$ cat src/common/tut_board_cfg.svh
/* Board configuration macros
   CPU bus widths, memory sizes, ROM bank count and memory-map bases */

`ifndef TUT_BOARD_CFG_SVH
`define TUT_BOARD_CFG_SVH

//============================================================
// Bus and memory geometry
//============================================================
`define TUT_ADDR_W      16      // MC6809E address bus
`define TUT_DATA_W      8       // Byte-wide data bus
`define TUT_WRAM_AW     11      // 2 KB work RAM
`define TUT_PAL_AW      4       // 16-entry palette
`define TUT_BANK_AW     12      // 4 KB bank window
`define TUT_BANK_SEL_W  4       // Bank number field, top nibble of ROM address
`define TUT_BANK_CNT    9       // Banks actually fitted on the board
`define TUT_OPEN_BUS    8'hFF   // Pulled-up data bus

//============================================================
// Memory map bases
//============================================================
// Large windows
`define TUT_WRAM_BASE     16'h8000  // 0x8000-0x87FF, shared with the I/O block
`define TUT_WRAM2_BASE    16'h8800  // 0x8800-0x8FFF
`define TUT_BANKROM_BASE  16'h9000  // 0x9000-0x9FFF banked window

// I/O windows inside work RAM space, these win over RAM
`define TUT_PAL_BASE      16'h8000  // Palette RAM, 16 bytes
`define TUT_SCROLL_BASE   16'h8100  // Scroll register
`define TUT_WDOG_BASE     16'h8120  // Watchdog, reads open bus
`define TUT_DSW2_BASE     16'h8160
`define TUT_IN0_BASE      16'h8180  // Coins and start
`define TUT_IN1_BASE      16'h81A0  // Player 1
`define TUT_IN2_BASE      16'h81C0  // Player 2
`define TUT_DSW1_BASE     16'h81E0
`define TUT_LATCH_BASE    16'h8200  // Main latch, 0x8200-0x820F
`define TUT_BANKSEL_BASE  16'h8300  // ROM bank select
`define TUT_SNDCMD_BASE   16'h8700  // Sound command strobe

`endif

$ cat src/common/tut_bus_pkg.sv
/* CPU-side bus types
   CPU bus, ROM download port, E/Q clock pair and sound board strobes */

`include "tut_board_cfg.svh"

package tut_bus_pkg;

	// One CPU bus cycle as seen by the board
	typedef struct packed {
		logic [`TUT_ADDR_W-1:0] addr;   // Address
		logic [`TUT_DATA_W-1:0] wdata;  // CPU write data
		logic                   rnw;    // 1 = read, 0 = write
	} cpu_bus_t;

	// ROM download port, one byte per strobe
	typedef struct packed {
		logic [`TUT_ADDR_W-1:0] addr;   // Bank in [15:12], offset in [11:0]
		logic [`TUT_DATA_W-1:0] data;
		logic                   wr;     // Write strobe
	} dl_port_t;

	// MC6809E quadrature clocks
	typedef struct packed {
		logic e;
		logic q;                        // Lags E by a quarter period
	} cpu_clk_t;

	// Lines to the sound board
	typedef struct packed {
		logic cmd;                      // Sound command write strobe
		logic irq;                      // Sound CPU IRQ trigger
	} sound_t;

endpackage

$ cat src/verilog/tut_clock_gen.sv
/* Master clock divider
   Pixel and CPU clock enables, MC6809E E/Q quadrature with pause */

`timescale 1ns/1ps

module tut_clock_gen import tut_bus_pkg::*; (
	input  logic     clk_49m,     // 49.152 MHz master
	input  logic     reset,
	input  logic     pause_i,     // Freezes E/Q, divider keeps running
	output logic     cen_6m_o,    // 6.144 MHz enable
	output logic     cen_3m_o,    // 3.072 MHz enable
	output cpu_clk_t cpu_clk_o
);

	logic [3:0] div_q;            // 16-clock master divider
	cpu_clk_t   eq_q;

	// Divider starts from zero so enable phases are fixed after reset
	always_ff @(posedge clk_49m) begin
		if (!reset) begin
			div_q <= '0;
		end else begin
			div_q <= div_q + 4'd1;
		end
	end

	assign cen_6m_o = (div_q[2:0] == 3'd0);  // Every 8 clocks
	assign cen_3m_o = (div_q == 4'd0);       // Every 16 clocks

	// E/Q quadrature, Q steps a quarter period behind E
	always_ff @(posedge clk_49m) begin
		if (!reset) begin
			eq_q <= '0;
		end else if (!pause_i) begin
			case (div_q)
				4'd0:    eq_q <= '{e: 1'b1, q: 1'b0};
				4'd4:    eq_q <= '{e: 1'b1, q: 1'b1};
				4'd8:    eq_q <= '{e: 1'b0, q: 1'b1};
				4'd12:   eq_q <= '{e: 1'b0, q: 1'b0};
				default: ;                          // Hold between steps
			endcase
		end
	end

	assign cpu_clk_o = eq_q;

	// With a full quarter period unpaused, E and Q never move on the same edge
	a_eq_step: assert property (@(posedge clk_49m) disable iff (!reset)
		(!pause_i)[*5] |=> !($changed(eq_q.e) && $changed(eq_q.q)));

endmodule

$ cat config.mk
export PLATFORM = sky130hd
export DESIGN_NAME = tut_clock_gen
export DESIGN_NICKNAME = d
export VERILOG_FILES = /design/src/common/tut_bus_pkg.sv /design/src/verilog/tut_clock_gen.sv
export VERILOG_INCLUDE_DIRS = /design/src /design/src/common
export SDC_FILE = /design/constraint.sdc
export NUM_CORES = 1
export LEC_CHECK = 0
export ABC_CLOCK_PERIOD_IN_PS = 1400
export BUFFER_PORTS_ARGS = -buffer_cell sky130_fd_sc_hd__buf_2
export CORE_AREA = 2 2 39 41
export CTS_CLUSTER_SIZE = 16
export DETAILED_ROUTE_END_ITERATION = 12
export DIE_AREA = 0 0 41 43
export PLACE_DENSITY = 0.41
export SYNTH_ARGS = -nofsm -noshare
export SYNTH_HDL_FRONTEND = slang
export SYNTH_SLANG_ARGS = --single-unit
$ cat constraint.sdc
create_clock -name clk_49m -period 1.4 [get_ports clk_49m]
set_input_delay 0.28 -clock clk_49m [delete_from_list [all_inputs] [get_ports clk_49m]]
set_output_delay 0.28 -clock clk_49m [all_outputs]
set_load 0.005 [all_outputs]
==> impl_results.md <==
- Slew headroom: 84.1%
- Die width: 41 microns
- CP Max Fanout: 2
- Number of cells on the worst reg-to-reg path: 5
- Critical path capture point type: output pin
- TritonRoute pass-1 iters: 2
- Syn Inst Count: 25
- Final HPWL DP: 379 microns
- Post-synth net total: 30
- Status: completed
- Initial Utilization: 18.2%
- Critical Path Sink: cen_3m_o
- Max clock buf depth: 2
- Switching Share: 22.4%
- Final WL: 498 microns
- Hold Crit Class: in2reg
- Ant diodes: 0
- TritonCTS clock tree: done
- Area growth syn-to-layout: 46.8%
- Psw: 94.5 uW
- Non-filler instance count after layout: 53
- Largest net degree at the start of global routing: 7
- CP required: 1.12 ns
- Vias/cell: 3.91
- Clock slew seen by the registers of the worst setup and hold paths: 0.04 ns
- CTS Hold Bufs: 0
- Via count: 207
- CTS Root Cell: clkbuf_4
- Total CTS buffers: 3
- Worst R2R Setup Slack: 0.24 ns
- WP data arrival: 1.12 ns
- Core area: 1380 sq um
- DR iter-0 viols: 2
- R2r endpoint: div_q[2]
- Clock share of power: 35.8%
- H-tree depth reported by CTS: 1
- Full die area: 1760 sq um
- Startpoint types: flop
- Post-synth cell types: 12
- Reg-to-reg startpoint: div_q[0]
- CP startpoint: div_q[0]
- Antenna violations before repair: 0
- Yosys warnings: 0
- Vias in the first global route: 193
- Peak Freq: 715 MHz
- Tcrit/Tclk final: 99.9%
- Clock skew: 0.00162 ns
- Comb pwr share: 17.8%
- TritonCTS Sinks: 6
- Leak: 0.000178 uW
- Ratio of cells with drive above 1 in the final layout: 48.6%
- Post-DRT Antenna Nets: 0
- Post-synthesis cell area: 251 sq um
- RSZ-0062 raised after global routing: yes
- Worst-Margin Slew: 0.238 ns
- Remaining DRCs: 0
- DP Cell Count: 47
- Die height: 43 microns
- I/O pin count: 7
- Worst IR Drop VDD: 0.546 mV
- Cell Rows: 14
- Minimum clock period: 1.40 ns
- Setup TNS: 0 ns
- Register share of total power: 46.4%
- Tot GR Track Use: 7.74%
- Internal: 327 uW
- Max Cap Viol: 0
- Crit path kind: reg2out
- Clk_lat worst skew: 0.23 ns
- Final Setup Violations: 0
- # nets final: 44
- Routability Congestion: 0.607
- Final Max Tran Viols: 0
- WL/cell: 9.40 microns
- Seq cells post-synth: 6
- PortBufs: 6
- Grt ovf: 0
- Power Dens Cells: 1140 nW/um^2
- Hold Vio Cnt, Final: 0
- Global-route wire length before repair: 862 microns
- Mean Syn Cell Area: 10.1 sq um
- Post-synthesis sequential area ratio: 47.8%
- Post-layout util: 26.7%
[worst max-delay path, stage by stage, from the launching register on]
cell,delay (ns)
dfxtp_2,0.33
inv_2,0.04
ha_4,0.15
nor2b_4,0.12
nor2b_1,0.12
buf_2,0.12
[final cells by class]
type	instances	area [sq um]
fillers	153	1010
multi-input cells	17	144
flip-flops and latches	6	123
repair buffers	9	52.6
clock buffers	3	22.5
well taps	16	20.0
inverters	2	7.51
[repair_timing]
item                                    in CTS  in global routing
endpoints found under the setup margin       2                  1
buffers inserted                             2                  1
resized for setup                            8                  0
pin swaps                                    1                  0
[sequential cells by signal (all words and copies together) (netlist names)]
name and flops:
div_q 4, cpu_clk_o 2
[cell families (layout without fill, tap and decap cells)]
logic type | count (synthesis) | in the layout | synth area share, %
XOR/XNOR | 3 | 3 | 10.4
AND/OR/NAND/NOR | 9 | 9 | 20.9
buffers and inverters | 2 | 14 | 2.99
adder cells (fa/ha/maj) | 2 | 2 | 9.95
flip-flops | 6 | 6 | 47.8
AO/OA/AOI/OAI | 3 | 3 | 7.96
[synthesized netlist by cell type, drive strengths merged]
| library cell | count | share of area [%] |
|---|---|---|
| a21oi | 1 | 2.0 |
| and2 | 3 | 7.5 |
| dfxtp | 6 | 48 |
| ha | 2 | 9.9 |
| inv | 2 | 3.0 |
| nand2 | 1 | 1.5 |
| nand3 | 1 | 2.0 |
| nor2b | 4 | 9.9 |
| o211a | 1 | 4.0 |
| o21ai | 1 | 2.0 |
| xnor2 | 2 | 7.0 |
| xor2 | 1 | 3.5 |
[worst min path at each step]
stage	from	to	slack (ns)	cells after the start
finish	reset	div_q[2]	0.33	2
global route	reset	div_q[3]	0.35	2
CTS	reset	div_q[1]	0.33	2
detailed placement	div_q[0]	div_q[0]	0.47	1
global placement	div_q[0]	div_q[0]	0.45	1
floorplan	reset	div_q[1]	0.40	1
[routing by layer]
metal / vias to the layer above / part of all wire [%] / GRT usage [%]
met1: 95 / 43 / 9.35
met4: 0 / 0 / 0
met2: 6 / 50 / 11.3
met5: - / 0 / 0
met3: 0 / 7.0 / 6.28
li1: 106 / - / -
[per-stage QoR]
| stage | hold slack [ns] | total power, uW | instance area [sq um] | worst slack, ns |
|---|---|---|---|---|
| 2_1_floorplan | 0.402 | 225 | 251 | 0.270 |
| 6_report | 0.330 | 421 | 369 | 0.00111 |
| 3_5_place_dp | 0.469 | 251 | 302 | 0.0997 |
| 4_1_cts | 0.328 | 426 | 362 | -0.00685 |
| 5_1_grt | 0.348 | 451 | 369 | -0.0574 |
| 3_3_place_gp | 0.450 | 246 | 302 | 0.140 |
[cells in the final DEF, fill, tap and decap left out, types with 2 or more instances in the layout]
cell,count
and2_1,3
buf_2,6
buf_4,3
clkbuf_4,3
dfxtp_1,4
dfxtp_2,2
inv_2,2
nor2b_1,3
xnor2_1,2
[power by group through the flow]
stage / registers, uW / logic [uW] / clock network (uW)
after floorplan: 196 / 29.3 / 0
after global placement: 196 / 49.9 / 0
after detailed placement: 198 / 53.9 / 0
after CTS: 195 / 74.1 / 156
after global routing: 197 / 87.3 / 166
final: 195 / 75.2 / 151
No activity file was read; power rests on OpenSTA's default activity.
