## src/common/tut_board_cfg.svh

```systemverilog
/* Board configuration macros
   CPU bus widths, memory sizes, ROM bank count and memory-map bases */

`ifndef TUT_BOARD_CFG_SVH
`define TUT_BOARD_CFG_SVH

//============================================================
// Bus and memory geometry
//============================================================
`define TUT_ADDR_W      16      // MC6809E address bus
`define TUT_DATA_W      8       // Byte-wide data bus
`define TUT_WRAM_AW     11      // 2 KB work RAM
`define TUT_PAL_AW      4       // 16-entry palette
`define TUT_BANK_AW     12      // 4 KB bank window
`define TUT_BANK_SEL_W  4       // Bank number field, top nibble of ROM address
`define TUT_BANK_CNT    9       // Banks actually fitted on the board
`define TUT_OPEN_BUS    8'hFF   // Pulled-up data bus

//============================================================
// Memory map bases
//============================================================
// Large windows
`define TUT_WRAM_BASE     16'h8000  // 0x8000-0x87FF, shared with the I/O block
`define TUT_WRAM2_BASE    16'h8800  // 0x8800-0x8FFF
`define TUT_BANKROM_BASE  16'h9000  // 0x9000-0x9FFF banked window

// I/O windows inside work RAM space, these win over RAM
`define TUT_PAL_BASE      16'h8000  // Palette RAM, 16 bytes
`define TUT_SCROLL_BASE   16'h8100  // Scroll register
`define TUT_WDOG_BASE     16'h8120  // Watchdog, reads open bus
`define TUT_DSW2_BASE     16'h8160
`define TUT_IN0_BASE      16'h8180  // Coins and start
`define TUT_IN1_BASE      16'h81A0  // Player 1
`define TUT_IN2_BASE      16'h81C0  // Player 2
`define TUT_DSW1_BASE     16'h81E0
`define TUT_LATCH_BASE    16'h8200  // Main latch, 0x8200-0x820F
`define TUT_BANKSEL_BASE  16'h8300  // ROM bank select
`define TUT_SNDCMD_BASE   16'h8700  // Sound command strobe

`endif

```

## src/common/tut_bus_pkg.sv

```systemverilog
/* CPU-side bus types
   CPU bus, ROM download port, E/Q clock pair and sound board strobes */

`include "tut_board_cfg.svh"

package tut_bus_pkg;

	// One CPU bus cycle as seen by the board
	typedef struct packed {
		logic [`TUT_ADDR_W-1:0] addr;   // Address
		logic [`TUT_DATA_W-1:0] wdata;  // CPU write data
		logic                   rnw;    // 1 = read, 0 = write
	} cpu_bus_t;

	// ROM download port, one byte per strobe
	typedef struct packed {
		logic [`TUT_ADDR_W-1:0] addr;   // Bank in [15:12], offset in [11:0]
		logic [`TUT_DATA_W-1:0] data;
		logic                   wr;     // Write strobe
	} dl_port_t;

	// MC6809E quadrature clocks
	typedef struct packed {
		logic e;
		logic q;                        // Lags E by a quarter period
	} cpu_clk_t;

	// Lines to the sound board
	typedef struct packed {
		logic cmd;                      // Sound command write strobe
		logic irq;                      // Sound CPU IRQ trigger
	} sound_t;

endpackage

```

## src/common/tut_map_pkg.sv

```systemverilog
/* Memory-map types
   Decoded chip selects and main control latch state */

`include "tut_board_cfg.svh"

package tut_map_pkg;

	// Decoded selects, at most one set per cycle
	typedef struct packed {
		logic wram;       // Work RAM, only where no I/O window hits
		logic wram2;      // Work RAM 2
		logic bank_rom;   // Banked ROM window
		logic pal;        // Palette RAM
		logic scroll;     // Scroll register
		logic dsw1;
		logic dsw2;
		logic in0;
		logic in1;
		logic in2;
		logic latch;      // Main latch, writes only
		logic bank_sel;   // Bank select, writes only
		logic snd_cmd;    // Sound command, writes only
	} sel_t;

	// Board control state driven by the main latch and scroll register
	typedef struct packed {
		logic                   nmi_mask;  // 1 = VBlank NMI enabled
		logic                   flip;      // Screen flip
		logic                   pix_en;    // Pixel output enable
		logic [`TUT_DATA_W-1:0] scroll;
	} board_ctrl_t;

endpackage

```

## src/verilog/tut_io_regs.sv

```systemverilog
/* Board control registers
   Bank select, scroll, main latch, VBlank NMI and sound IRQ/command */

`timescale 1ns/1ps

`include "tut_board_cfg.svh"

module tut_io_regs import tut_bus_pkg::*, tut_map_pkg::*; (
	input  logic                       clk_49m,
	input  logic                       reset,
	input  logic                       cen_6m_i,
	input  logic                       cen_3m_i,
	input  cpu_bus_t                   bus_i,
	input  sel_t                       sel_i,
	input  logic                       vblank_irq_i,   // VBlank NMI request
	output logic [`TUT_BANK_SEL_W-1:0] bank_o,
	output board_ctrl_t                ctrl_o,
	output logic                       n_nmi_o,        // Active low to the CPU
	output sound_t                     sound_o
);

	logic [`TUT_BANK_SEL_W-1:0] bank_q;
	logic [`TUT_DATA_W-1:0]     scroll_q;
	logic                       mask_q, flip_q, snd_irq_en_q, pix_en_q;
	logic                       n_nmi_q;
	logic                       snd_irq_q;

	//============================================================
	// Bank select and scroll
	//============================================================
	always_ff @(posedge clk_49m) begin
		if (!reset) begin
			bank_q <= '0;
		end else if (cen_3m_i && sel_i.bank_sel) begin
			bank_q <= bus_i.wdata[`TUT_BANK_SEL_W-1:0];     // Low nibble picks the bank
		end
	end

	always_ff @(posedge clk_49m) begin
		if (!reset) begin
			scroll_q <= '0;
		end else if (cen_6m_i && sel_i.scroll && !bus_i.rnw) begin
			scroll_q <= bus_i.wdata;
		end
	end

	// Main latch, A3-A1 address the bit, D0 is the value
	always_ff @(posedge clk_49m) begin
		if (!reset) begin
			mask_q       <= 1'b0;
			flip_q       <= 1'b0;
			snd_irq_en_q <= 1'b0;
			pix_en_q     <= 1'b0;
		end else if (cen_3m_i && sel_i.latch) begin
			case (bus_i.addr[3:1])
				3'd0:    mask_q       <= bus_i.wdata[0];  // NMI enable
				3'd1:    flip_q       <= bus_i.wdata[0];
				3'd2:    snd_irq_en_q <= bus_i.wdata[0];  // Sound CPU IRQ
				3'd4:    pix_en_q     <= bus_i.wdata[0];
				default: ;                                // Unused latch bits
			endcase
		end
	end

	//============================================================
	// NMI and sound
	//============================================================
	// Clearing the mask is the only way out of a pending NMI
	always_ff @(posedge clk_49m) begin
		if (!reset) begin
			n_nmi_q <= 1'b1;
		end else if (cen_6m_i) begin
			if (!mask_q)
				n_nmi_q <= 1'b1;
			else if (vblank_irq_i)
				n_nmi_q <= 1'b0;
		end
	end

	always_ff @(posedge clk_49m) begin
		if (!reset) begin
			snd_irq_q <= 1'b0;
		end else if (cen_3m_i) begin
			snd_irq_q <= snd_irq_en_q;
		end
	end

	assign bank_o  = bank_q;
	assign ctrl_o  = '{nmi_mask: mask_q, flip: flip_q, pix_en: pix_en_q, scroll: scroll_q};
	assign n_nmi_o = n_nmi_q;
	assign sound_o = '{cmd: sel_i.snd_cmd, irq: snd_irq_q};     // Command strobe is direct

	// A masked-off NMI is released by the next pixel enable
	a_nmi_mask: assert property (@(posedge clk_49m) disable iff (!reset)
		(!n_nmi_q && !mask_q) |-> ##[1:8] n_nmi_q);

endmodule

```

## config.mk

```make
export PLATFORM = sky130hd
export DESIGN_NAME = tut_io_regs
export DESIGN_NICKNAME = d
export VERILOG_FILES = /design/src/common/tut_bus_pkg.sv /design/src/common/tut_map_pkg.sv /design/src/verilog/tut_io_regs.sv
export VERILOG_INCLUDE_DIRS = /design/src /design/src/common
export SDC_FILE = /design/constraint.sdc
export NUM_CORES = 1
export LEC_CHECK = 0
export ABC_AREA = 1
export BUFFER_PORTS_ARGS = -buffer_cell sky130_fd_sc_hd__buf_2
export CAP_MARGIN = 20
export CORE_MARGIN = 5
export CORE_UTILIZATION = 33
export DETAILED_ROUTE_END_ITERATION = 16
export PLACE_DENSITY = 0.79
export REMOVE_ABC_BUFFERS = 1
export SYNTH_ARGS = -nofsm -noshare
export SYNTH_HDL_FRONTEND = slang
export SYNTH_SLANG_ARGS = --single-unit
```

## constraint.sdc

```tcl
create_clock -name clk_49m -period 0.8 [get_ports clk_49m]
set_clock_uncertainty 0.15 [all_clocks]
set_input_delay 0.12 -clock clk_49m [delete_from_list [all_inputs] [get_ports clk_49m]]
set_output_delay 0.12 -clock clk_49m [all_outputs]
set_load 0.01 [all_outputs]
```

==> summary.txt <==
Critical path
  • CP required: 0.53 ns
  • Buf/Inv on CP: 1
  • CP Capture Type: primary output
  • R2R depth: 5
  • Cell family with most CP delay: flip-flops
  • WS Path Type: flip-flop to primary output
  • CP cell instances: buf_6
  • Worst Path Arrival: 0.74 ns
  • Critical path depth: 1
  • Slowest-stage cell, CP: dfxtp_2
  • Largest stage delay on the critical path: ~0.36 ns
  • CP Max Fanout: 2
  • CP Launch Type: flip-flop

Logic synthesis
  • Synth unique cells: 17
  • Synthesized area: 747 sq um
  • Adder-Cell Fraction of Synth Area: 0
  • Top post-synthesis cells by area: dfxtp_1 48%, nor2_1 14%, o21ai_0 8.0%
  • Sequential-to-total area share from yosys stat: 0.482
  • Synth Area in Simple Gates: 0.275
  • Post-synthesis register bit count: 18
  • Compound-cell area share of the yosys netlist: 0.131
  • Mux share of post-synthesis cell area: 0
  • Synth area leader: dfxtp_1
  • Synth top area share: 0.482
  • Synth Area in XOR/XNOR: 0
  • Largest family of logic cells by synthesized area: simple AND/OR/NAND/NOR gates
  • Synth Area per Inst: 7.62 sq um
  • Yosys warns: 0
  • Cells after Synth: 98

STA
  • Setup WS post-layout: -0.206 ns
  • Final setup viols: 22
  • Fin crit share: 1.26
  • Slew HR: 0.810
  • WHS: -0.0721 ns
  • Least-Margin Pin Slew: 0.285 ns
  • Final Hold Fails: 13
  • Achievable frequency: 0.994 GHz
  • Final slew viol count: 0
  • RSZ-0062 raised after global routing: yes
  • Post-layout min period: 1.01 ns
  • Setup TNS: -3.51 ns

Floorplanning
  • Die W: 57.6 microns
  • Initial core utilization: 0.341
  • # rows: 17
  • DIE AREA: 3310 sq um
  • Die H: 57.6 microns
  • CORE AREA: between 2000 and 2500 sq um
  • IO Count: roughly 60

Placed design
  • Placer Congestion: 0.752
  • I/O Buffers: 36
  • Setup Slack @ Placement: -0.136 ns
  • DP Wirelength: between 1 and 1.5 mm

Route
  • Post-route DRC: 0
  • Final ANT Viol Nets: 0
  • Iteration-0 DRC Markers: 14
  • Wirelength per Cell: approximately 11 microns
  • WL final: 1.83 mm
  • DR vias: ~740
  • Via-to-Cell Ratio: between 4 and 5
  • Drt pass-1 iters: 4

Cells and area
  • # diodes: 0
  • Most frequent cells in the layout: 26 x nor2_1, 19 x buf_2, 19 x buf_6
  • Fin nets: 181
  • Area growth from synthesis to layout: 53.3%
  • Filler cells: roughly 220
  • Commonest non-fill, non-tap cell in the layout: nor2_1
  • Share of layout cells above drive strength 1: 0.526

Clocking
  • Worst-Skew Late Latency: 0.27 ns
  • Clock Pin Slew Worst Setup and Hold Paths: 0.09 ns
  • Longest Clk Path Bufs: 2
  • Root buffer cell: clkbuf_4
  • Clock Sinks: 18
  • CTS Buf Count: 3
  • H-tree depth: 1
  • CTS tree: yes

Global route
  • GR Util All Layers: 0.113
  • Vias in the first global route: 713
  • Global-route wire length before repair: 3.01 mm
  • Initial antenna violation count: 0
  • Largest net degree at the start of global routing: 19
  • Gr ovfl total: 0

Status
  • Failing checks: negative hold slack, negative setup slack
  • Status: finished, violations left

Pwr
  • LEAKAGE: 0.000550 uW
  • Design Power: 1830 uW
  • PwrDens: 1600 nW/um^2
  • Peak VDD IR: between 600 and 700 uV

Job
  • Total of max-cap violations: 0

Worst hold path
  • Hold path cells: 2
  • Min-Delay Path Class: input pin to flip-flop
[final timing paths]
check                from   endpoint  slack [ns]
max reg2reg      pix_en_q   pix_en_q       -0.06
min reg2reg  snd_irq_en_q  snd_irq_q        0.30
max             bank_o[1]  bank_o[1]       -0.21
min              cen_3m_i  snd_irq_q       -0.07
[area by class of cell]
class | count | area [sq um] | share of cell area
tap | 28 | 35.0 | 0.0306
timing repair buffer | 41 | 332 | 0.290
sequential | 18 | 382 | 0.333
multi-input combinational | 64 | 322 | 0.281
inverter | 10 | 38.8 | 0.0339
clock buffer | 4 | 36.3 | 0.0317
[logic make-up (layout without fill, tap and decap cells)]
logic type             count (synthesis)  count (layout)
buffers and inverters                 16              55
DFF                                   18              18
and+or+nand+nor                       45              45
AOI/OAI and AO/OA                     19              19
[synth_stat cells (all sizes together)]
library cell	instances
nand3	4
nor2	30
buf	6
o211ai	1
nand2	9
clkinv	1
inv	9
dfxtp	18
nand4	1
a21oi	5
nand3b	1
o21ai	13
[per-layer routing]
layer  track usage  wire length [microns]  share of wire
met3        0.0430                    176          0.096
met4        0.0199                     12         0.0066
met1         0.139                    755           0.41
met2         0.190                    884           0.48
met5             0                      0              0
[metrics by stage]
step | cells | area, sq um | util
4_1_cts | 164 | 1130 | 0.515
2_1_floorplan | 92 | 702 | -
5_1_grt | 165 | 1140 | 0.523
3_5_place_dp | 157 | 925 | 0.422
6_report | 165 | 1140 | 0.523
3_3_place_gp | 157 | 925 | 0.422
[timing repair]
action	CTS	global route
hold endpoints to repair	13	11
setup endpoints to repair	17	24
buffers inserted	3	3
cloned	0	0
resized for setup	39	6
pin swaps	6	7
[power by group]
part	total, uW	internal (uW)	switching, uW
clock network	521	276	245
registers	978	947	30.9
logic	330	175	155
total	1830	1400	431
[state kept, by name, summed over array words and instances, names as in the netlist]
signal and count:
pix_en_q 1, mask_q 1, bank_o 4, flip_q 1, snd_irq_en_q 1, n_nmi_o 1, snd_irq_q 1, scroll_q 8
Power figures use the tool's default switching activity.
