`src/common/tut_board_cfg.svh`:
```
/* Board configuration macros
   CPU bus widths, memory sizes, ROM bank count and memory-map bases */

`ifndef TUT_BOARD_CFG_SVH
`define TUT_BOARD_CFG_SVH

//============================================================
// Bus and memory geometry
//============================================================
`define TUT_ADDR_W      16      // MC6809E address bus
`define TUT_DATA_W      8       // Byte-wide data bus
`define TUT_WRAM_AW     11      // 2 KB work RAM
`define TUT_PAL_AW      4       // 16-entry palette
`define TUT_BANK_AW     12      // 4 KB bank window
`define TUT_BANK_SEL_W  4       // Bank number field, top nibble of ROM address
`define TUT_BANK_CNT    9       // Banks actually fitted on the board
`define TUT_OPEN_BUS    8'hFF   // Pulled-up data bus

//============================================================
// Memory map bases
//============================================================
// Large windows
`define TUT_WRAM_BASE     16'h8000  // 0x8000-0x87FF, shared with the I/O block
`define TUT_WRAM2_BASE    16'h8800  // 0x8800-0x8FFF
`define TUT_BANKROM_BASE  16'h9000  // 0x9000-0x9FFF banked window

// I/O windows inside work RAM space, these win over RAM
`define TUT_PAL_BASE      16'h8000  // Palette RAM, 16 bytes
`define TUT_SCROLL_BASE   16'h8100  // Scroll register
`define TUT_WDOG_BASE     16'h8120  // Watchdog, reads open bus
`define TUT_DSW2_BASE     16'h8160
`define TUT_IN0_BASE      16'h8180  // Coins and start
`define TUT_IN1_BASE      16'h81A0  // Player 1
`define TUT_IN2_BASE      16'h81C0  // Player 2
`define TUT_DSW1_BASE     16'h81E0
`define TUT_LATCH_BASE    16'h8200  // Main latch, 0x8200-0x820F
`define TUT_BANKSEL_BASE  16'h8300  // ROM bank select
`define TUT_SNDCMD_BASE   16'h8700  // Sound command strobe

`endif

```
`src/common/tut_bus_pkg.sv`:
```
/* CPU-side bus types
   CPU bus, ROM download port, E/Q clock pair and sound board strobes */

`include "tut_board_cfg.svh"

package tut_bus_pkg;

	// One CPU bus cycle as seen by the board
	typedef struct packed {
		logic [`TUT_ADDR_W-1:0] addr;   // Address
		logic [`TUT_DATA_W-1:0] wdata;  // CPU write data
		logic                   rnw;    // 1 = read, 0 = write
	} cpu_bus_t;

	// ROM download port, one byte per strobe
	typedef struct packed {
		logic [`TUT_ADDR_W-1:0] addr;   // Bank in [15:12], offset in [11:0]
		logic [`TUT_DATA_W-1:0] data;
		logic                   wr;     // Write strobe
	} dl_port_t;

	// MC6809E quadrature clocks
	typedef struct packed {
		logic e;
		logic q;                        // Lags E by a quarter period
	} cpu_clk_t;

	// Lines to the sound board
	typedef struct packed {
		logic cmd;                      // Sound command write strobe
		logic irq;                      // Sound CPU IRQ trigger
	} sound_t;

endpackage

```
`src/common/tut_map_pkg.sv`:
```
/* Memory-map types
   Decoded chip selects and main control latch state */

`include "tut_board_cfg.svh"

package tut_map_pkg;

	// Decoded selects, at most one set per cycle
	typedef struct packed {
		logic wram;       // Work RAM, only where no I/O window hits
		logic wram2;      // Work RAM 2
		logic bank_rom;   // Banked ROM window
		logic pal;        // Palette RAM
		logic scroll;     // Scroll register
		logic dsw1;
		logic dsw2;
		logic in0;
		logic in1;
		logic in2;
		logic latch;      // Main latch, writes only
		logic bank_sel;   // Bank select, writes only
		logic snd_cmd;    // Sound command, writes only
	} sel_t;

	// Board control state driven by the main latch and scroll register
	typedef struct packed {
		logic                   nmi_mask;  // 1 = VBlank NMI enabled
		logic                   flip;      // Screen flip
		logic                   pix_en;    // Pixel output enable
		logic [`TUT_DATA_W-1:0] scroll;
	} board_ctrl_t;

endpackage

```
`src/verilog/tut_bus_decode.sv`:
```
/* Memory-map decoder
   Chip selects with I/O priority over work RAM, registered CPU read mux */

`timescale 1ns/1ps

`include "tut_board_cfg.svh"

module tut_bus_decode import tut_bus_pkg::*, tut_map_pkg::*; (
	input  logic                       clk_49m,
	input  logic                       reset,
	input  cpu_bus_t                   bus_i,
	input  logic [2*`TUT_DATA_W-1:0]   dip_sw_i,   // DSW2 high byte, DSW1 low byte
	input  logic [`TUT_DATA_W-1:0]     scroll_i,
	input  logic [`TUT_DATA_W-1:0]     wram_d_i,
	input  logic [`TUT_DATA_W-1:0]     wram2_d_i,
	input  logic [`TUT_DATA_W-1:0]     pal_d_i,
	input  logic [`TUT_DATA_W-1:0]     bank_d_i,
	output sel_t                       sel_o,
	output logic [`TUT_DATA_W-1:0]     rd_data_o
);

	// Read source codes
	localparam logic [2:0] SRC_REG   = 3'd0;  // Registered value below
	localparam logic [2:0] SRC_WRAM  = 3'd1;
	localparam logic [2:0] SRC_WRAM2 = 3'd2;
	localparam logic [2:0] SRC_PAL   = 3'd3;
	localparam logic [2:0] SRC_BANK  = 3'd4;

	logic [`TUT_ADDR_W-1:0] a;
	logic                   wr;
	logic                   latch_hit, bank_hit, snd_hit, wdog_hit;
	logic                   io_win;               // Any I/O window inside work RAM space
	sel_t                   sel;
	logic [2:0]             src, src_q;
	logic [`TUT_DATA_W-1:0] reg_val, reg_val_q;

	// Window compare on the bits above lsb
	function automatic logic hit(input logic [`TUT_ADDR_W-1:0] addr,
	                             input logic [`TUT_ADDR_W-1:0] base,
	                             input int unsigned lsb);
		hit = ((addr >> lsb) == (base >> lsb));
	endfunction

	assign a  = bus_i.addr;
	assign wr = !bus_i.rnw;

	//============================================================
	// Chip selects
	//============================================================
	assign latch_hit = hit(a, `TUT_LATCH_BASE, 4);     // 8 latch bits on A3-A1
	assign bank_hit  = hit(a, `TUT_BANKSEL_BASE, 8);
	assign snd_hit   = hit(a, `TUT_SNDCMD_BASE, 8);
	assign wdog_hit  = hit(a, `TUT_WDOG_BASE, 4);      // Reads open bus

	always_comb begin
		sel          = '0;
		sel.pal      = hit(a, `TUT_PAL_BASE, `TUT_PAL_AW);
		sel.scroll   = hit(a, `TUT_SCROLL_BASE, 4);
		sel.dsw2     = hit(a, `TUT_DSW2_BASE, 4);
		sel.in0      = hit(a, `TUT_IN0_BASE, 4);
		sel.in1      = hit(a, `TUT_IN1_BASE, 4);
		sel.in2      = hit(a, `TUT_IN2_BASE, 4);
		sel.dsw1     = hit(a, `TUT_DSW1_BASE, 4);
		sel.latch    = latch_hit & wr;                  // Write-only registers
		sel.bank_sel = bank_hit & wr;
		sel.snd_cmd  = snd_hit & wr;
		sel.wram2    = hit(a, `TUT_WRAM2_BASE, `TUT_WRAM_AW);
		sel.bank_rom = hit(a, `TUT_BANKROM_BASE, `TUT_BANK_AW);
		// I/O windows mask work RAM for reads and writes alike
		sel.wram     = hit(a, `TUT_WRAM_BASE, `TUT_WRAM_AW) & !io_win;
	end

	assign io_win = sel.pal | sel.scroll | sel.dsw1 | sel.dsw2 | sel.in0 | sel.in1
	              | sel.in2 | latch_hit | bank_hit | snd_hit | wdog_hit;

	assign sel_o = sel;

	//============================================================
	// Read data
	//============================================================
	always_comb begin
		if (sel.wram)          src = SRC_WRAM;
		else if (sel.wram2)    src = SRC_WRAM2;
		else if (sel.pal)      src = SRC_PAL;
		else if (sel.bank_rom) src = SRC_BANK;
		else                   src = SRC_REG;
	end

	// Register-type sources, IN0-IN2, watchdog and unmapped all float high
	always_comb begin
		if (sel.scroll)        reg_val = scroll_i;
		else if (sel.dsw1)     reg_val = ~dip_sw_i[`TUT_DATA_W-1:0];        // Active low
		else if (sel.dsw2)     reg_val = ~dip_sw_i[2*`TUT_DATA_W-1:`TUT_DATA_W];
		else                   reg_val = `TUT_OPEN_BUS;
	end

	// One clock of delay to match the synchronous RAMs
	always_ff @(posedge clk_49m) begin
		if (!reset) begin
			src_q <= SRC_REG;
		end else begin
			src_q <= src;
		end
	end

	always_ff @(posedge clk_49m) begin
		reg_val_q <= reg_val;
	end

	always_comb begin
		case (src_q)
			SRC_WRAM:  rd_data_o = wram_d_i;
			SRC_WRAM2: rd_data_o = wram2_d_i;
			SRC_PAL:   rd_data_o = pal_d_i;
			SRC_BANK:  rd_data_o = bank_d_i;
			default:   rd_data_o = reg_val_q;
		endcase
	end

	// Windows are disjoint after the I/O priority masking
	a_sel_onehot: assert property (@(posedge clk_49m) disable iff (!reset)
		$onehot0(sel));

endmodule

```
`config.mk`:
```
export PLATFORM = sky130hd
export DESIGN_NAME = tut_bus_decode
export DESIGN_NICKNAME = d
export VERILOG_FILES = /design/src/common/tut_bus_pkg.sv /design/src/common/tut_map_pkg.sv /design/src/verilog/tut_bus_decode.sv
export VERILOG_INCLUDE_DIRS = /design/src /design/src/common
export SDC_FILE = /design/constraint.sdc
export NUM_CORES = 1
export LEC_CHECK = 0
export ABC_AREA = 0
export BUFFER_PORTS_ARGS = -buffer_cell sky130_fd_sc_hd__buf_4
export CORE_UTILIZATION = 39
export DETAILED_ROUTE_END_ITERATION = 12
export HOLD_SLACK_MARGIN = 0.15
export PLACE_DENSITY = 0.85
export SYNTH_ARGS = -nofsm -noshare
export SYNTH_HDL_FRONTEND = slang
export SYNTH_SLANG_ARGS = --single-unit
```
`constraint.sdc`:
```
create_clock -name clk_49m -period 2.5 [get_ports clk_49m]
set_clock_uncertainty 0.05 [all_clocks]
set_input_delay 0.375 -clock clk_49m [delete_from_list [all_inputs] [get_ports clk_49m]]
set_output_delay 0.375 -clock clk_49m [all_outputs]
set_load 0.02 [all_outputs]
```
==> results of run 1 <==
[cell families after synthesis]
| kind of cell | Yosys count | synth area share |
|---|---|---|
| buffers and inverters | 12 | 0.0441 |
| DFF | 11 | 0.204 |
| AOI/OAI and AO/OA | 44 | 0.292 |
| and+or+nand+nor | 48 | 0.302 |
| muxes | 16 | 0.158 |
[flip-flops by register name (all words and copies together) (netlist names)]
| register | cells |
|---|---|
| reg_val_q | 8 |
| src_q | 3 |
[layout make-up]
class / count / area, um2
Multi-Input combinational cell: 108 / 811
Clock buffer: 4 / 26.3
Fill cell: 195 / 733
Sequential cell: 11 / 220
Inverter: 3 / 11.3
Timing Repair Buffer: 94 / 706
Tap cell: 30 / 37.5
[final timing paths]
check	from	to	slack, ps	cells past startpoint
max	src_q[0]	rd_data_o[4]	210	4
min	reset	src_q[0]	290	2
[routing by layer]
metal / GRT usage / vias up / part of all wire
met2: 0.408 / 81 / 0.47
met5: 0 / - / 0
met3: 0.0278 / 2 / 0.12
met1: 0.224 / 570 / 0.39
li1: - / 684 / -
met4: 0.120 / 0 / 0.013
[power groups by stage]
stage	sequential, mW	combinational, mW	clock (mW)
floorplan	0.180	0.0499	0
detailed placement	0.182	0.155	0
CTS	0.178	0.155	0.116
global route	0.178	0.167	0.118
global placement	0.181	0.149	0
finish	0.178	0.155	0.111
[cell usage in the layout, fill, tap and decap left out, types with 2 or more instances in the layout]
cell / instances
mux2_2: 8
nand2_1: 2
a211oi_1: 8
a221oi_1: 8
o22a_1: 8
o21ai_0: 14
dfxtp_1: 11
nor2b_1: 8
nor3_1: 3
inv_1: 3
clkbuf_4: 3
buf_4: 94
nand2b_1: 9
nor3b_1: 2
nand3_1: 2
mux2i_1: 8
nor2_1: 8
==> flow_summary_export.csv, run 1 <==
group,metric,value,unit
critical_path,critPathSlowestCell,"dfxtp_1",
cts,root_buffer,"clkbuf_4",
timing,fin_ws,209,ps
timing,layout_min_cycle_time,2290,ps
place,place_congestion,0.768,
place,hpwl,2680,um
cts,cts_resized,0,
synth,yosysTopAreaCellShare,0.204,
cells_and_area,syn_to_final_growth,68.0,%
timing,rsz0062_at_grt,"false",
place,io_buffers,91,
critical_path,startpoint_type,"flip-flop",
route,vias,1337,
timing,slew_viol_final,0,
timing,worst_pin_slew,633,ps
synth,syn_avg_cell_area,8.23,um2
synth,yosys.area.top_type,"dfxtp_1",
cells_and_area,nNetsFinal,304,
timing,period_share,0.916,
power_and_ir_drop,clkPwrFrac,0.250,
critical_path,cp.buffers_inverters,1,
critical_path,path_cells,"mux2_2, o21ai_0, a221oi_1, buf_4",
grt,grt-ovfl-total,0,
power_and_ir_drop,vdd_drop_max,173,uV
route,drt-initial-drc-count,13,
route,drc_errors,0,
synth,synth_edf_count,0,
route,wl_per_cell,12.7,um
synth,synth_common_cells,"14 x o21ai_0, 11 x dfxtp_1, 9 x nand2b_1",
place,dpl.cell_count,246,
synth,synthTopCellsByArea,"dfxtp_1 20%, mux2_2 8.4%, mux2i_1 7.4%, a221oi_1 6.5%, o21ai_0 6.5%",
critical_path,crit_fanout,17,
synth,synth_cell_types,38,
route,detail-route-antenna-nets,0,
route,routed_wl,3190,um
route,dr.pass1.iters,4,
timing,setup_viol,0,
cells_and_area,num_antenna_cells,0,
synth,ys_ff_latch,11,
power_and_ir_drop,intPower,0.336,mW
synth,ys_seq_area_frac,0.204,
power_and_ir_drop,seqPwrFrac,0.401,
status,outcome,"finished clean",
route,via_per_inst,5.35,
critical_path,critical_path.endpoint_type,"output pin",
cts,cts_tree,"built",
grt,grt_start_max_net_pins,27,
cts,hold_buffers,0,
cts,htreeDepth,1,
synth,syn_nets,214,
timing,fmax,0.437,GHz
cts,cts.sinks,11,
power_and_ir_drop,power,0.443,mW
place,placedInstanceArea,1790,um2
place,dp_slack,242,ps
critical_path,cp_slowest_stage_delay,720,ps
critical_path,criticalPathCategory,"flip-flop to output pin",
die,ios,104,
power_and_ir_drop,leakage,0.808,nW
cells_and_area,drive_gt1_frac,0.509,
power_and_ir_drop,p_sw_frac,0.240,
cells_and_area,fin_util,0.712,
die,rows,18,
grt,grt_pass1_vias,1155,
die,die_h,54.6,um
die,dieArea,2980,um2
cts,cts_made_buffers,3,
synth,ys_warn_count,0,
cells_and_area,stdcell_area,1810,um2
critical_path,cp_top_family,"flip-flops",
synth,synth-main-ff-cell,"dfxtp_1",
synth,synth_most_common_cell,"o21ai_0",
timing,fin_tns_setup,0,ps
cts,path_clk_slew,60,ps
job,drv_cap,0,
die,start_util,0.424,
timing,slew_headroom,0.578,
cells_and_area,final_cells,250,
power_and_ir_drop,power_frac_comb,0.349,
synth,async_flop_share,0,
synth,syn_inst,131,
worst_hold_path,min_path_type,"input pin to flip-flop",
grt,antenna_found_initial,0,
cts,cts_setup_buffers,0,
die,die_x,54.6,um
critical_path,worstPathRequired,2080,ps
grt,grt_pass1_wl,4620,um
grt,track_usage,0.216,
power_and_ir_drop,switchingPower,0.106,mW
cts,cts_buffer_depth,2,
die,core_area,2540,um2
power_and_ir_drop,power.density,244,nW/um2
critical_path,crit_arrival,1870,ps
timing,hold_viol,0,
timing,holdWs,294,ps
synth,netlist_area,1080,um2
Power figures use the tool's default switching activity.
==> inputs of run 2 (changes only) <==
==> constraint.sdc (replaced) <==
create_clock -name clk_49m -period 2.5 [get_ports clk_49m]
set_clock_uncertainty 0.05 [all_clocks]
set_input_delay 0.25 -clock clk_49m [delete_from_list [all_inputs] [get_ports clk_49m]]
set_output_delay 0.25 -clock clk_49m [all_outputs]
set_load 0.02 [all_outputs]
==> flow_summary_export.csv, run 2 (same netlist as run 1, synthesis figures left out) <==
group,metric,value,unit
power_and_ir_drop,vdd_drop_max,179,uV
timing,fin_ws,333,ps
job,drv_cap,0,
route,detail-route-antenna-nets,0,
critical_path,crit_arrival,1870,ps
power_and_ir_drop,leakage,0.799,nW
cells_and_area,layout_commonest_cell,"buf_4",
critical_path,crit_fanout,17,
cts,cts_resized,0,
critical_path,worstPathRequired,2200,ps
die,start_util,0.424,
cts,cts_tree,"built",
power_and_ir_drop,power,0.443,mW
die,rows,18,
die,dieArea,2980,um2
critical_path,cp_slowest_stage_delay,740,ps
cells_and_area,syn_to_final_growth,66.6,%
timing,layout_min_cycle_time,2170,ps
cts,cts.sinks,11,
cts,path_clk_slew,60,ps
place,place_congestion,0.764,
timing,rsz0062_at_grt,"false",
critical_path,cp_top_family,"flip-flops",
place,io_buffers,91,
place,placedInstanceArea,1770,um2
critical_path,critPathSlowestCell,"dfxtp_1",
cells_and_area,nNetsFinal,302,
timing,fmax,0.461,GHz
timing,slew_headroom,0.565,
cells_and_area,stdcell_area,1800,um2
route,dr.pass1.iters,4,
die,core_area,2540,um2
timing,slew_viol_final,0,
place,hpwl,2660,um
grt,grt_start_max_net_pins,28,
die,ios,104,
cells_and_area,drive_gt1_frac,0.505,
cells_and_area,top_register,"reg_val_q",
cts,cts_setup_buffers,0,
cts,cts_buffer_depth,2,
power_and_ir_drop,power_frac_comb,0.349,
grt,grt_pass1_vias,1200,
cells_and_area,largest_reg_flops,8,
route,drc_errors,0,
cts,cts_made_buffers,3,
critical_path,startpoint_type,"flip-flop",
route,wl_per_cell,13.0,um
cts,root_buffer,"clkbuf_4",
route,drt-initial-drc-count,19,
cts,htreeDepth,1,
route,via_per_inst,5.47,
worst_hold_path,min_path_type,"input pin to flip-flop",
power_and_ir_drop,power.density,246,nW/um2
timing,setup_viol,0,
die,die_h,54.6,um
critical_path,critical_path.endpoint_type,"output pin",
grt,grt_pass1_wl,4800,um
grt,grt-ovfl-total,0,
cts,hold_buffers,0,
grt,track_usage,0.221,
power_and_ir_drop,seqPwrFrac,0.401,
grt,antenna_found_initial,0,
power_and_ir_drop,clkPwrFrac,0.250,
timing,hold_viol,0,
timing,worst_pin_slew,651,ps
power_and_ir_drop,p_sw_frac,0.240,
cells_and_area,mostFrequentLayoutCells,"92 x buf_4, 14 x o21ai_0, 11 x dfxtp_1, 9 x nand2b_1",
timing,period_share,0.867,
cells_and_area,num_antenna_cells,0,
cells_and_area,top_regs,"reg_val_q x8, src_q x3",
route,routed_wl,3220,um
timing,fin_tns_setup,0,ps
route,vias,1356,
place,dp_slack,489,ps
critical_path,path_cells,"mux2_2, o21ai_0, a221oi_1, buf_4",
power_and_ir_drop,intPower,0.336,mW
critical_path,cp.buffers_inverters,1,
die,die_x,54.6,um
critical_path,criticalPathCategory,"flip-flop to output pin",
power_and_ir_drop,switchingPower,0.106,mW
status,outcome,"finished clean",
[run 2: changes by cell type in the layout (fill, tap and decap cells not counted), sizes merged]
cell  previous run  this run
buf             94        92
[run 2: layer usage]
metal / global-route usage / wire length, um
met3: 0.0333 / 410
met1: 0.227 / 1270
met5: 0 / 0
met2: 0.432 / 1510
met4: 0.0897 / 27
[run 2: area by class of cell]
cell class | count | area, um2
sequential | 11 | 220
inverter | 3 | 11.3
multi-input combinational | 108 | 811
fill | 204 | 748
timing repair buffer | 92 | 691
tap | 30 | 37.5
clock buffer | 4 | 26.3
[run 2: worst paths after layout]
path	start	to	slack [ps]	depth (start not counted)
worst min-delay path	reset	src_q[0]	170	2
worst max-delay path	src_q[0]	rd_data_o[6]	330	4
[run 2: per-stage QoR]
| step | utilization | hold slack [ps] | cells |
|---|---|---|---|
| 6_report | 0.706 | 174 | 248 |
| 5_1_grt | 0.706 | 171 | 248 |
| 2_1_floorplan | - | 318 | 131 |
| 3_5_place_dp | 0.696 | 433 | 244 |
| 4_1_cts | 0.706 | 167 | 248 |
| 3_3_place_gp | 0.696 | 431 | 244 |
[run 2: power groups by stage]
stage	clock (mW)	sequential (mW)	combinational, mW
finish	0.111	0.178	0.154
global placement	0	0.181	0.149
CTS	0.114	0.178	0.155
global route	0.119	0.178	0.168
detailed placement	0	0.182	0.154
floorplan	0	0.180	0.0499
